===== src/design/mp_pkg.sv =====
package mp_pkg;

	// datapath word and integrator widths
	localparam int data_w = 18;
	localparam int acc_w = 24;
	localparam int gain_w = 12;
	// gain product, one spare bit for the unsigned gain made signed
	localparam int prod_w = data_w + gain_w + 1;
	// integrator plus proportional term, before clipping
	localparam int sum_w = prod_w + 1;

	// cycles per frame, sync to sync
	localparam int frame_len = 8;

	// slot within a frame, counted from sync
	typedef enum logic [2:0] {
		slot_mag,
		slot_pha,
		slot_2,
		slot_3,
		slot_4,
		slot_5,
		slot_6,
		slot_7
	} mp_slot_e;

	// coarse lock threshold is setpoint >> thresh_shift
	localparam int thresh_shift = 9;
	// one radian as an 18-bit fraction of a revolution
	localparam int ph_one_rad = 41722;
	// cordic gain correction for the x setpoint, 2^17*2/1.64676^2
	localparam int set_scale = 96667;
	localparam int set_shift = 17;
	// slewed setpoint moves at most this much per frame
	localparam int slew_step = 64;
	// pi term scaling
	localparam int ki_shift = 8;
	localparam int kp_shift = 4;

endpackage

===== src/design/mp_frame_if.sv =====
`timescale 1ns/10ps

// one data pair per frame between pipeline stages
// stb is high for a single cycle, no back-pressure
// x and y are only guaranteed until the next stb
interface mp_frame_if;

	// marks a complete x/y pair
	logic stb;
	// frame slot in which stb is high
	mp_pkg::mp_slot_e slot;
	logic signed [mp_pkg::data_w-1:0] x;
	logic signed [mp_pkg::data_w-1:0] y;

	modport src (
		output stb,
		output slot,
		output x,
		output y
	);

	modport dst (
		input stb,
		input slot,
		input x,
		input y
	);

endinterface


===== src/design/mp_proc_top.sv =====
`timescale 1ns/10ps

module mp_proc_top (
	input logic clk,
	input logic rst_n,
	input logic sync,
	// magnitude in slot 0, phase in slot 1
	input logic signed [mp_pkg::data_w-1:0] in_mp,
	input logic signed [mp_pkg::data_w-1:0] set_m,
	input logic signed [mp_pkg::data_w-1:0] set_p,
	input logic [mp_pkg::gain_w-1:0] gain_kp,
	input logic [mp_pkg::gain_w-1:0] gain_ki,
	input logic signed [mp_pkg::data_w-1:0] lim_hi,
	input logic signed [mp_pkg::data_w-1:0] lim_lo,
	input logic sel_en,
	input logic signed [mp_pkg::data_w-1:0] sel_thresh,
	input logic signed [mp_pkg::data_w-1:0] ph_offset,
	input logic slew_en,
	output logic out_sync,
	output logic signed [mp_pkg::data_w-1:0] out_xy,
	output logic signed [mp_pkg::data_w-1:0] out_ph,
	output logic [7:0] cmp_event
);

	logic signed [mp_pkg::data_w-1:0] drv_p;
	logic amp_ok;
	logic [3:0] clipped;

	// stage links
	mp_frame_if meas_if ();
	mp_frame_if setp_if ();
	mp_frame_if err_if ();
	mp_frame_if drv_if ();

	mp_setpoint_slew mp_setpoint_slew_inst (
		.clk(clk), .rst_n(rst_n), .sync(sync), .in_mp(in_mp),
		.set_m(set_m), .set_p(set_p), .slew_en(slew_en),
		.meas(meas_if.src), .setp(setp_if.src)
	);

	mp_error_stage mp_error_stage_inst (
		.clk(clk), .rst_n(rst_n), .meas(meas_if.dst), .setp(setp_if.dst),
		.sel_en(sel_en), .sel_thresh(sel_thresh), .ph_offset(ph_offset),
		.err(err_if.src), .drv_p(drv_p), .amp_ok(amp_ok)
	);

	mp_pi_clip mp_pi_clip_inst (
		.clk(clk), .rst_n(rst_n), .err(err_if.dst), .amp_ok(amp_ok),
		.gain_kp(gain_kp), .gain_ki(gain_ki), .lim_hi(lim_hi), .lim_lo(lim_lo),
		.drv(drv_if.src), .clipped(clipped)
	);

	// lock thresholds follow the slewed setpoint
	mp_lock_detect mp_lock_detect_inst (
		.clk(clk), .rst_n(rst_n), .err(err_if.dst), .set_mag(setp_if.x),
		.clipped(clipped), .cmp_event(cmp_event)
	);

	mp_out_mux mp_out_mux_inst (
		.clk(clk), .rst_n(rst_n), .sync(sync), .drv(drv_if.dst),
		.set_mag(setp_if.x), .set_p(setp_if.y), .drv_p(drv_p),
		.out_sync(out_sync), .out_xy(out_xy), .out_ph(out_ph)
	);

endmodule


===== src/design/mp_out_mux.sv =====
`timescale 1ns/10ps

module mp_out_mux (
	input logic clk,
	input logic rst_n,
	input logic sync,
	mp_frame_if.dst drv,
	input logic signed [mp_pkg::data_w-1:0] set_mag,
	input logic signed [mp_pkg::data_w-1:0] set_p,
	input logic signed [mp_pkg::data_w-1:0] drv_p,
	output logic out_sync,
	output logic signed [mp_pkg::data_w-1:0] out_xy,
	output logic signed [mp_pkg::data_w-1:0] out_ph
);

	// sync delay line, one frame long
	logic [mp_pkg::frame_len-1:0] sync_sr;
	// slot now on the outputs, and the one coming next
	mp_pkg::mp_slot_e oslot;
	mp_pkg::mp_slot_e nxt;
	logic signed [2*mp_pkg::data_w-1:0] set_prod;
	logic take;
	logic signed [mp_pkg::data_w-1:0] lat_x;
	logic signed [mp_pkg::data_w-1:0] lat_y;
	logic signed [mp_pkg::data_w-1:0] lat_p;
	logic signed [mp_pkg::data_w-1:0] lat_sp;
	logic signed [mp_pkg::data_w-1:0] lat_set;
	logic signed [mp_pkg::data_w-1:0] xy_nx;
	logic signed [mp_pkg::data_w-1:0] ph_nx;

	assign out_sync = sync_sr[mp_pkg::frame_len-1];

	// x setpoint with cordic gain correction
	assign set_prod = set_mag * mp_pkg::set_scale;

	// drive pair always lands in slot 4 of the input frame
	assign take = drv.stb && (drv.slot == mp_pkg::slot_4);

	// outputs are registered, so look one slot ahead of out_sync
	assign nxt = sync_sr[mp_pkg::frame_len-2] ? mp_pkg::slot_mag
		: mp_pkg::mp_slot_e'(oslot + 3'd1);

	always_comb begin
		xy_nx = '0;
		ph_nx = '0;
		case (nxt)
			mp_pkg::slot_mag: xy_nx = lat_x;
			mp_pkg::slot_pha: begin
				xy_nx = lat_y;
				ph_nx = lat_p;
			end
			mp_pkg::slot_2: xy_nx = lat_set;
			mp_pkg::slot_3: ph_nx = lat_sp;
			default: ;
		endcase
	end

	always_ff @(posedge clk) begin
		if (!rst_n) begin
			sync_sr <= '0;
			oslot <= mp_pkg::slot_7;
			out_xy <= '0;
			out_ph <= '0;
			lat_x <= '0;
			lat_y <= '0;
			lat_p <= '0;
			lat_sp <= '0;
			lat_set <= '0;
		end else begin
			sync_sr <= {sync_sr[mp_pkg::frame_len-2:0], sync};
			oslot <= nxt;
			out_xy <= xy_nx;
			out_ph <= ph_nx;
			// latched mid-frame, played out from the next out_sync
			if (take) begin
				lat_x <= drv.x;
				lat_y <= drv.y;
				lat_p <= drv_p;
				lat_sp <= set_p;
				lat_set <= set_prod[mp_pkg::set_shift +: mp_pkg::data_w];
			end
		end
	end

endmodule


===== src/design/mp_lock_detect.sv =====
`timescale 1ns/10ps

module mp_lock_detect (
	input logic clk,
	input logic rst_n,
	mp_frame_if.dst err,
	input logic signed [mp_pkg::data_w-1:0] set_mag,
	input logic [3:0] clipped,
	output logic [7:0] cmp_event
);

	// one bit wider so abs of the most negative value fits
	logic signed [mp_pkg::data_w:0] abs_x;
	logic signed [mp_pkg::data_w:0] abs_y;
	logic signed [mp_pkg::data_w:0] thr_m;
	logic signed [mp_pkg::data_w:0] thr_m_half;
	logic [3:0] over;
	// high in the cycle the pi stage strobes
	logic stb_d;

	assign abs_x = err.x[mp_pkg::data_w-1] ? -err.x : err.x;
	assign abs_y = err.y[mp_pkg::data_w-1] ? -err.y : err.y;

	// magnitude threshold scales with the setpoint
	assign thr_m = set_mag >>> mp_pkg::thresh_shift;
	assign thr_m_half = thr_m >>> 1;

	always_ff @(posedge clk) begin
		if (!rst_n) begin
			over <= '0;
			stb_d <= 1'b0;
			cmp_event <= '0;
		end else begin
			stb_d <= err.stb;
			if (err.stb) begin
				over[0] <= abs_x > thr_m;
				over[1] <= abs_x > thr_m_half;
				// phase thresholds are fixed, from one radian
				over[2] <= abs_y > (mp_pkg::ph_one_rad >> mp_pkg::thresh_shift);
				over[3] <= abs_y > (mp_pkg::ph_one_rad >> (mp_pkg::thresh_shift + 1));
			end
			// clip flags are valid one cycle after the error strobe
			// held until the next frame replaces them
			if (stb_d)
				cmp_event <= {clipped, over};
		end
	end

endmodule


===== src/design/mp_pi_clip.sv =====
`timescale 1ns/10ps

module mp_pi_clip (
	input logic clk,
	input logic rst_n,
	mp_frame_if.dst err,
	input logic amp_ok,
	input logic [mp_pkg::gain_w-1:0] gain_kp,
	input logic [mp_pkg::gain_w-1:0] gain_ki,
	input logic signed [mp_pkg::data_w-1:0] lim_hi,
	input logic signed [mp_pkg::data_w-1:0] lim_lo,
	mp_frame_if.src drv,
	output logic [3:0] clipped
);

	// gains are unsigned, widen by one bit before the signed multiply
	logic signed [mp_pkg::gain_w:0] kp_s;
	logic signed [mp_pkg::gain_w:0] ki_s;
	// index 0 is x (magnitude), index 1 is y (phase)
	logic signed [mp_pkg::data_w-1:0] e [2];
	logic signed [mp_pkg::acc_w-1:0] integ [2];
	logic signed [mp_pkg::acc_w-1:0] integ_nx [2];
	logic signed [mp_pkg::prod_w-1:0] i_term [2];
	logic signed [mp_pkg::prod_w-1:0] p_term [2];
	logic signed [mp_pkg::sum_w-1:0] raw [2];
	logic signed [mp_pkg::data_w-1:0] sat [2];
	logic [1:0] hi;
	logic [1:0] lo;

	assign kp_s = $signed({1'b0, gain_kp});
	assign ki_s = $signed({1'b0, gain_ki});

	always_comb begin
		e[0] = err.x;
		e[1] = err.y;
		for (int a = 0; a < 2; a++) begin
			i_term[a] = (e[a] * ki_s) >>> mp_pkg::ki_shift;
			p_term[a] = (e[a] * kp_s) >>> mp_pkg::kp_shift;
			// candidate integrator, kept only if the drive stays in range
			integ_nx[a] = integ[a] + mp_pkg::acc_w'(i_term[a]);
			raw[a] = mp_pkg::sum_w'(integ_nx[a]) + mp_pkg::sum_w'(p_term[a]);
			hi[a] = raw[a] > mp_pkg::sum_w'(lim_hi);
			lo[a] = raw[a] < mp_pkg::sum_w'(lim_lo);
			if (hi[a])
				sat[a] = lim_hi;
			else if (lo[a])
				sat[a] = lim_lo;
			else
				sat[a] = raw[a][mp_pkg::data_w-1:0];
		end
	end

	always_ff @(posedge clk) begin
		if (!rst_n) begin
			integ[0] <= '0;
			integ[1] <= '0;
			drv.stb <= 1'b0;
			clipped <= '0;
		end else begin
			drv.stb <= err.stb;
			if (err.stb) begin
				// anti-windup, freeze the axis that clipped
				for (int a = 0; a < 2; a++) begin
					if (!(hi[a] || lo[a]))
						integ[a] <= integ_nx[a];
				end
				// no phase history at low amplitude
				if (!amp_ok)
					integ[1] <= '0;
				// x-high, y-high, x-low, y-low
				clipped <= {lo[1], lo[0], hi[1], hi[0]};
			end
		end
	end

	always_ff @(posedge clk) begin
		if (err.stb) begin
			drv.x <= sat[0];
			drv.y <= sat[1];
			drv.slot <= mp_pkg::mp_slot_e'(err.slot + 3'd1);
		end
	end

endmodule


===== src/design/mp_error_stage.sv =====
`timescale 1ns/10ps

module mp_error_stage (
	input logic clk,
	input logic rst_n,
	mp_frame_if.dst meas,
	mp_frame_if.dst setp,
	input logic sel_en,
	input logic signed [mp_pkg::data_w-1:0] sel_thresh,
	input logic signed [mp_pkg::data_w-1:0] ph_offset,
	mp_frame_if.src err,
	output logic signed [mp_pkg::data_w-1:0] drv_p,
	output logic amp_ok
);

	logic take;
	// magnitude error before saturation
	logic signed [mp_pkg::data_w:0] mag_diff;
	logic signed [mp_pkg::data_w-1:0] mag_sat;
	logic above;
	logic below;

	// setp strobes together with meas from the same sequencer
	assign take = meas.stb;

	assign mag_diff = meas.x - setp.x;

	// clamp to the 18-bit range when the top two bits disagree
	always_comb begin
		if (mag_diff[mp_pkg::data_w] != mag_diff[mp_pkg::data_w-1])
			mag_sat = {mag_diff[mp_pkg::data_w], {(mp_pkg::data_w-1){~mag_diff[mp_pkg::data_w]}}};
		else
			mag_sat = mag_diff[mp_pkg::data_w-1:0];
	end

	// hysteresis band is sel_thresh/2 .. sel_thresh
	assign above = meas.x > sel_thresh;
	assign below = meas.x < (sel_thresh >>> 1);

	// phase is only worth anything at usable amplitude
	assign drv_p = (sel_en && amp_ok) ? meas.y + ph_offset : '0;

	always_ff @(posedge clk) begin
		if (!rst_n) begin
			amp_ok <= 1'b0;
			err.stb <= 1'b0;
		end else begin
			err.stb <= take;
			if (take) begin
				if (above)
					amp_ok <= 1'b1;
				else if (below)
					amp_ok <= 1'b0;
			end
		end
	end

	always_ff @(posedge clk) begin
		if (take) begin
			err.x <= mag_sat;
			// phase wraps around the circle, no saturation
			err.y <= meas.y - setp.y;
			err.slot <= mp_pkg::mp_slot_e'(meas.slot + 3'd1);
		end
	end

endmodule


===== src/design/mp_setpoint_slew.sv =====
`timescale 1ns/10ps

module mp_setpoint_slew (
	input logic clk,
	input logic rst_n,
	input logic sync,
	input logic signed [mp_pkg::data_w-1:0] in_mp,
	input logic signed [mp_pkg::data_w-1:0] set_m,
	input logic signed [mp_pkg::data_w-1:0] set_p,
	input logic slew_en,
	mp_frame_if.src meas,
	mp_frame_if.src setp
);

	// slot_r holds the slot of the coming cycle, sync overrides it
	mp_pkg::mp_slot_e slot_r;
	mp_pkg::mp_slot_e cur;
	// nothing is strobed before the first sync
	logic run;
	logic signed [mp_pkg::data_w-1:0] mag_r;
	// one extra bit so the distance to set_m cannot overflow
	logic signed [mp_pkg::data_w:0] slew_diff;
	logic signed [mp_pkg::data_w-1:0] slew_nx;
	logic capture;

	assign cur = sync ? mp_pkg::slot_mag : slot_r;
	assign capture = run && (cur == mp_pkg::slot_pha);

	// setp.x doubles as the slewed setpoint state
	assign slew_diff = set_m - setp.x;

	always_comb begin
		if (!slew_en)
			slew_nx = set_m;
		else if (slew_diff > (mp_pkg::data_w+1)'(mp_pkg::slew_step))
			slew_nx = setp.x + mp_pkg::data_w'(mp_pkg::slew_step);
		else if (slew_diff < -(mp_pkg::data_w+1)'(mp_pkg::slew_step))
			slew_nx = setp.x - mp_pkg::data_w'(mp_pkg::slew_step);
		else
			slew_nx = set_m;
	end

	always_ff @(posedge clk) begin
		if (!rst_n) begin
			slot_r <= mp_pkg::slot_mag;
			run <= 1'b0;
			meas.stb <= 1'b0;
			setp.stb <= 1'b0;
			setp.x <= '0;
		end else begin
			slot_r <= mp_pkg::mp_slot_e'(cur + 3'd1);
			run <= run | sync;
			// both links strobe together, one cycle after the phase slot
			meas.stb <= capture;
			setp.stb <= capture;
			// setpoint steps once per frame
			if (capture)
				setp.x <= slew_nx;
		end
	end

	// magnitude arrives first, phase in the next cycle
	always_ff @(posedge clk) begin
		if (cur == mp_pkg::slot_mag)
			mag_r <= in_mp;
		if (capture) begin
			meas.x <= mag_r;
			meas.y <= in_mp;
			meas.slot <= mp_pkg::mp_slot_e'(cur + 3'd1);
			setp.y <= set_p;
			setp.slot <= mp_pkg::mp_slot_e'(cur + 3'd1);
		end
	end

endmodule


===== config.mk =====
export PLATFORM = sky130hd
export DESIGN_NAME = mp_proc_top
export DESIGN_NICKNAME = d
export VERILOG_FILES = /design/src/design/mp_pkg.sv /design/src/design/mp_frame_if.sv /design/src/design/mp_proc_top.sv /design/src/design/mp_out_mux.sv /design/src/design/mp_lock_detect.sv /design/src/design/mp_pi_clip.sv /design/src/design/mp_error_stage.sv /design/src/design/mp_setpoint_slew.sv
export SDC_FILE = /design/constraint.sdc
export NUM_CORES = 2
export LEC_CHECK = 0
export ABC_AREA = 1
export BUFFER_PORTS_ARGS = -buffer_cell sky130_fd_sc_hd__buf_2
export CAP_MARGIN = 40
export CORE_ASPECT_RATIO = 1.75
export CORE_MARGIN = 2
export CORE_UTILIZATION = 45
export CTS_BUF_LIST = sky130_fd_sc_hd__clkbuf_2 sky130_fd_sc_hd__clkbuf_4 sky130_fd_sc_hd__clkbuf_8
export DETAILED_ROUTE_END_ITERATION = 8
export HOLD_SLACK_MARGIN = 0.03
export PLACE_DENSITY_LB_ADDON = 0.15
export SYNTH_ARGS = -nofsm -noshare
export SYNTH_HDL_FRONTEND = slang
export SYNTH_SLANG_ARGS = --single-unit

===== constraint.sdc =====
create_clock -name clk -period 10.9 [get_ports clk]
set_clock_uncertainty 0.15 [all_clocks]
set_input_delay 1.09 -clock clk [delete_from_list [all_inputs] [get_ports clk]]
set_output_delay 1.09 -clock clk [all_outputs]
set_load 0.02 [all_outputs]

* After elaboration in Yosys (flattened, before gate mapping)
Memories as Yosys holds them, arrays and structs flattened.
Index checks and enable logic that the tools add are counted.
** Word-level totals
- Bits in writable memories :: 48
- Memories kept :: 1
- Input port bits :: 155
- Latch bits :: 0
- Bits in registers :: 332
- Word-level logic and storage cells :: 117
- Bits in read-only memories :: 0
** Cells by class
- Equality and inequality tests :: 6
- Magnitude comparators :: 12
- Reductions and logical operators :: 9
- Muxes and demuxes :: 33
- Shift-type cells :: 0
- Div/mod/pow operators :: 0
- Bitwise gates (word level) :: 5
- Add/sub/neg operators :: 16
- Multiply operators :: 5
** Memory list
- mp_pi_clip_inst.integ :: words 2, width 24, rd ports 2, clocked after memory_dff 0, wr ports 2, line mp_pi_clip.sv:21 : logic signed [mp_pkg::acc_w-1:0] integ [2];
** Operators with widths (count)
- $mux W18 :: 9
- $mul A18 B13 Y31 :: 4
- $mux W24 :: 3
- $add A24 B27 Y28 :: 2
- $gt A28 B18 Y1 :: 2
- $lt A28 B18 Y1 :: 2
- $pmux W18 S3 :: 1
- $add A24 B23 Y24 :: 2
- $gt A19 B8 Y1 const B :: 2
- $mux W19 :: 2
- $neg A18 Y19 :: 2
- $sub A18 B18 Y19 :: 2
- $pmux W18 S2 :: 1
- $mul A18 B18 Y35 const B :: 1
- $gt A19 B7 Y1 const B :: 1
- $gt A19 B8 Y1 :: 1
- $gt A19 B9 Y1 :: 1
- $lt A19 B7 Y1 const B :: 1
- $add A18 B18 Y18 :: 1
- $add A18 B8 Y18 const B :: 1
- $gt A18 B18 Y1 :: 1
- $lt A18 B17 Y1 :: 1
- $sub A18 B18 Y18 :: 1
- $sub A18 B8 Y18 const B :: 1
- other kinds (14) :: 41

* Logic depth before layout (Yosys ltp)
- Word-level depth :: 11
- Depth in mapped cells :: 62
- Depth with buffers taken out :: 59

* By module
Synthesis repeated with hierarchy kept, for this count alone.
** Second synthesis, totals
- Cell total of the unflattened synthesis :: 9374
- Area, all modules :: 70221.1 um^2
** By module, submodules not included
- mp_pi_clip :: cells each 6059, area each 44885.5 um^2, times used 1, sequential area each 2472.4 um^2
- mp_out_mux :: cells each 1539, area each 12431.9 um^2, times used 1, sequential area each 2742.6 um^2
- mp_error_stage :: cells each 761, area each 5355.1 um^2, times used 1, sequential area each 1211.2 um^2
- mp_setpoint_slew :: cells each 632, area each 5316.3 um^2, times used 1, sequential area each 2712.6 um^2
- mp_lock_detect :: cells each 383, area each 2232.1 um^2, times used 1, sequential area each 260.2 um^2

* Least setup slack after synthesis
No wires, ideal clock.
- Path kind :: input to register
- Start :: input port gain_ki[4] (netlist bit)
- End :: memory mp_pi_clip_inst.integ[0][0] (netlist bit), enable pin
- Arrival :: 10.480 ns
- Setup slack :: -0.111 ns
- Stages :: 51
- Cells stage by stage :: clkbuf_1 clkbuf_1 nand2_1 fa_1 fa_1 fa_1 inv_1 fa_1 inv_1 fa_1 inv_1 ha_1 nand2_1 nor4_1 a21oi_1 o21ai_0 xor2_1 ha_1 [... 15 more ...] nand2_1 nand2_2 nand2_1 nand3_1 nand2_1 ha_1 nand2_1 nor2_1 nand4_1 nor4_1 o21ai_0 nand2_1 a22oi_1 o31ai_1 clkbuf_1 buf_2 nand3_1 nand2_1
** RTL lines
- start, declared :: line mp_proc_top.sv:12 : input logic [mp_pkg::gain_w-1:0] gain_ki,
- end, declared :: line mp_pi_clip.sv:21

==> results.ini <==
[detailed_routing]
wl_um=234000
postRouteAntennaNets=0
drc=0
vias=60800
firstDrtPassIters=8
post_drt_wl_per_cell_um=20.0
dr.first_iter.drc_count=3292
viasPerCell=5.19

[setup_path]
r2r_end=mp_pi_clip_inst.integ[0][2]$_SDFFCE_PN0P_
startpoint_type=input port
worst_ep_arrival_time_ps=10850
crit_start=gain_ki[1]
crit_top_cell=nand2_1
reg2reg_setup_slack_ps=540
slowest_delay_ps=540
crit_slowest_cell=fa_1
ff2ff_path_depth=52
critPathCaptureType=register
r2r-start=mp_error_stage_inst.err.x[10]$_DFFE_PP_
required_ps=11350
crit_path_end=mp_pi_clip_inst.integ[0][2]$_SDFFCE_PN0P_
cp_max_fo=13
worstSetupPathType=input port to register

[run]
timing.max_cap.violations=0

[layout]
final_common_cell=inv_1
syn2layout_area_growth_pct=15.3
largest_register_ffs=48
nNetsFinal=11500
n_fill_cell=14900
largest_register=mp_pi_clip_inst.integ
layout_common_cells=inv_1, nand2_1, fa_1
drive_gt1_share_pct=13.0

[timing]
whs_ps=264
period_needed_ps=10390
finalHoldViolCount=0
maxSlewViolCount=0
fin_crit_sh_pct=95.4
fmax_mhz=96.2
tightest_slew_ps=959
setup_viol=0
slew_headroom_pct=36.0

[logic_synthesis]
syn_inst=8897
syn_area_per_cell_um2=7.67
yosysWarnings=0
synth_area_um2=68200
synth_top_family_by_area=adder cells
synth_edf_count=177
synth.distinct_cells=64
synth-seq-area-share_pct=13.7
async_flop_share_pct=0
synth_fp_nets=10800
ys_seq_elements=380
yosys.area_share.simple_pct=17.8
synthMuxAreaShare_pct=0
synth_adder_area_share_pct=42.1
ys.flop_type=dfxtp_1
synth_xor_xnor_area_share_pct=3.80
synth-compound-area-share_pct=9.05

[floorplan]
ios=200
die_x_um=298
die_height_um=519
initial_utilization_pct=45.2
die_area_um2=155000
core_um2=151000
rows=189

[global_routing]
grt_first_pass_wirelength_um=360000
grt_pass1_vias=65200
grt_max_degree=90
antenna_found_initial=1
grt.overflow.total=0
grt.total_usage_pct=30.3

[cts]
root_buffer=clkbuf_8
clkSinkCount=380
htreeDepth=2
cts_tree=yes
insertion_delay_ps=770
clk_pin_slew_ps=80
cts.hold.buffers_added=0
cts-buffers-inserted=58
cts_max_path_buffers=3

[run_status]
status=finished clean

[place]
dp_hpwl_um=199000
place_congestion=1.01
portBuffers=199

[worst_hold_path]
hp-start=mp_out_mux_inst.sync_sr[4]$_SDFF_PN0_
hp-class=register to register

kinds of logic (layout without fill, tap and decap cells):
kind of cell               after synthesis  count (layout)
other                                    1               9
xor gates and xnor gates               294             294
AOI/OAI and AO/OA                     1103            1103
buffers and inverters                 2452            3255
and+or+nand+nor                       2943            2943
adders and majority gates             1724            1724
DFF                                    380             380
worst max-delay path: cells and delay by family:
kind | cells | cell delay, ps
compound gates | 11 | 1530
xor+xnor | 2 | 370
buf+inv | 15 | 1750
fa+ha+maj | 9 | 3270
simple gates | 25 | 2860
synthesized netlist by cell type, drive strengths merged (24+ instances only):
library cell / instances / share of area (%)
nand4: 122 / 1.1
o21bai: 24 / 0.26
nand2: 1977 / 11
ha: 774 / 14
xor2: 192 / 2.5
clkbuf: 233 / 1.3
a21o: 24 / 0.26
a21oi: 550 / 4.1
a21boi: 29 / 0.32
inv: 2155 / 12
nand3: 294 / 2.2
nor3: 66 / 0.53
fa: 950 / 28
dfxtp: 203 / 6.0
xnor2: 102 / 1.3
o21ai: 312 / 2.4
edfxtp: 177 / 7.8
nor2: 427 / 2.4
o211ai: 44 / 0.49
buf: 61 / 0.43
a31oi: 31 / 0.28
through the flow:
step                cell area, µm²  cells  worst slack, ps  util, %  TNS, ps
global route                 78700  11700             -160     52.1    -5100
finish                       78700  11700              505     52.1        0
global placement             76400  11600             -346     50.6   -26060
floorplan                    68200   8897              105        -        0
detailed placement           76600  11600             -453     50.7   -41380
CTS                          77900  11700             5.78     51.5        0
metal layers:
metal | vias up | wire (µm) | global-route usage [%] | part of all wire, %
li1 | 28800 | - | - | -
met1 | 29600 | 79200 | 30.1 | 34
met2 | 1681 | 125000 | 58.2 | 54
met3 | 712 | 8550 | 2.59 | 3.7
met4 | 0 | 20700 | 22.2 | 8.9
met5 | - | 0 | 0 | 0
what timing repair did:
item                       in CTS  in global routing
setup endpoints to repair       0                112
gates resized for setup         0                129
setup buffers                   0                 25
worst min path at each step:
stage,to,slack [ps],depth (start not counted)
2_1_floorplan,mp_out_mux_inst.sync_sr[1]$_SDFF_PN0_,240,2
4_1_cts,mp_out_mux_inst.sync_sr[5]$_SDFF_PN0_,260,2
6_report,mp_out_mux_inst.sync_sr[5]$_SDFF_PN0_,260,2
3_3_place_gp,mp_out_mux_inst.sync_sr[5]$_SDFF_PN0_,240,2
5_1_grt,mp_setpoint_slew_inst.meas.x[9]$_DFFE_PP_,270,0
3_5_place_dp,mp_out_mux_inst.sync_sr[5]$_SDFF_PN0_,250,2
layout make-up:
type / instances / area (µm²) / area share [%]
Tap cell: 2005 / 2510 / 3.19
Timing Repair Buffer: 987 / 7370 / 9.36
Sequential cell: 380 / 9380 / 11.9
Antenna cell: 8 / 20.0 / 0.0254
Inverter: 2158 / 8110 / 10.3
Multi-Input combinational cell: 6065 / 50100 / 63.6
Clock inverter: 37 / 347 / 0.440
Clock buffer: 73 / 923 / 1.17
Power is left out: the tool's default activity adds up to more than one toggle a clock period on the data nets, which glitch-free logic cannot reach.
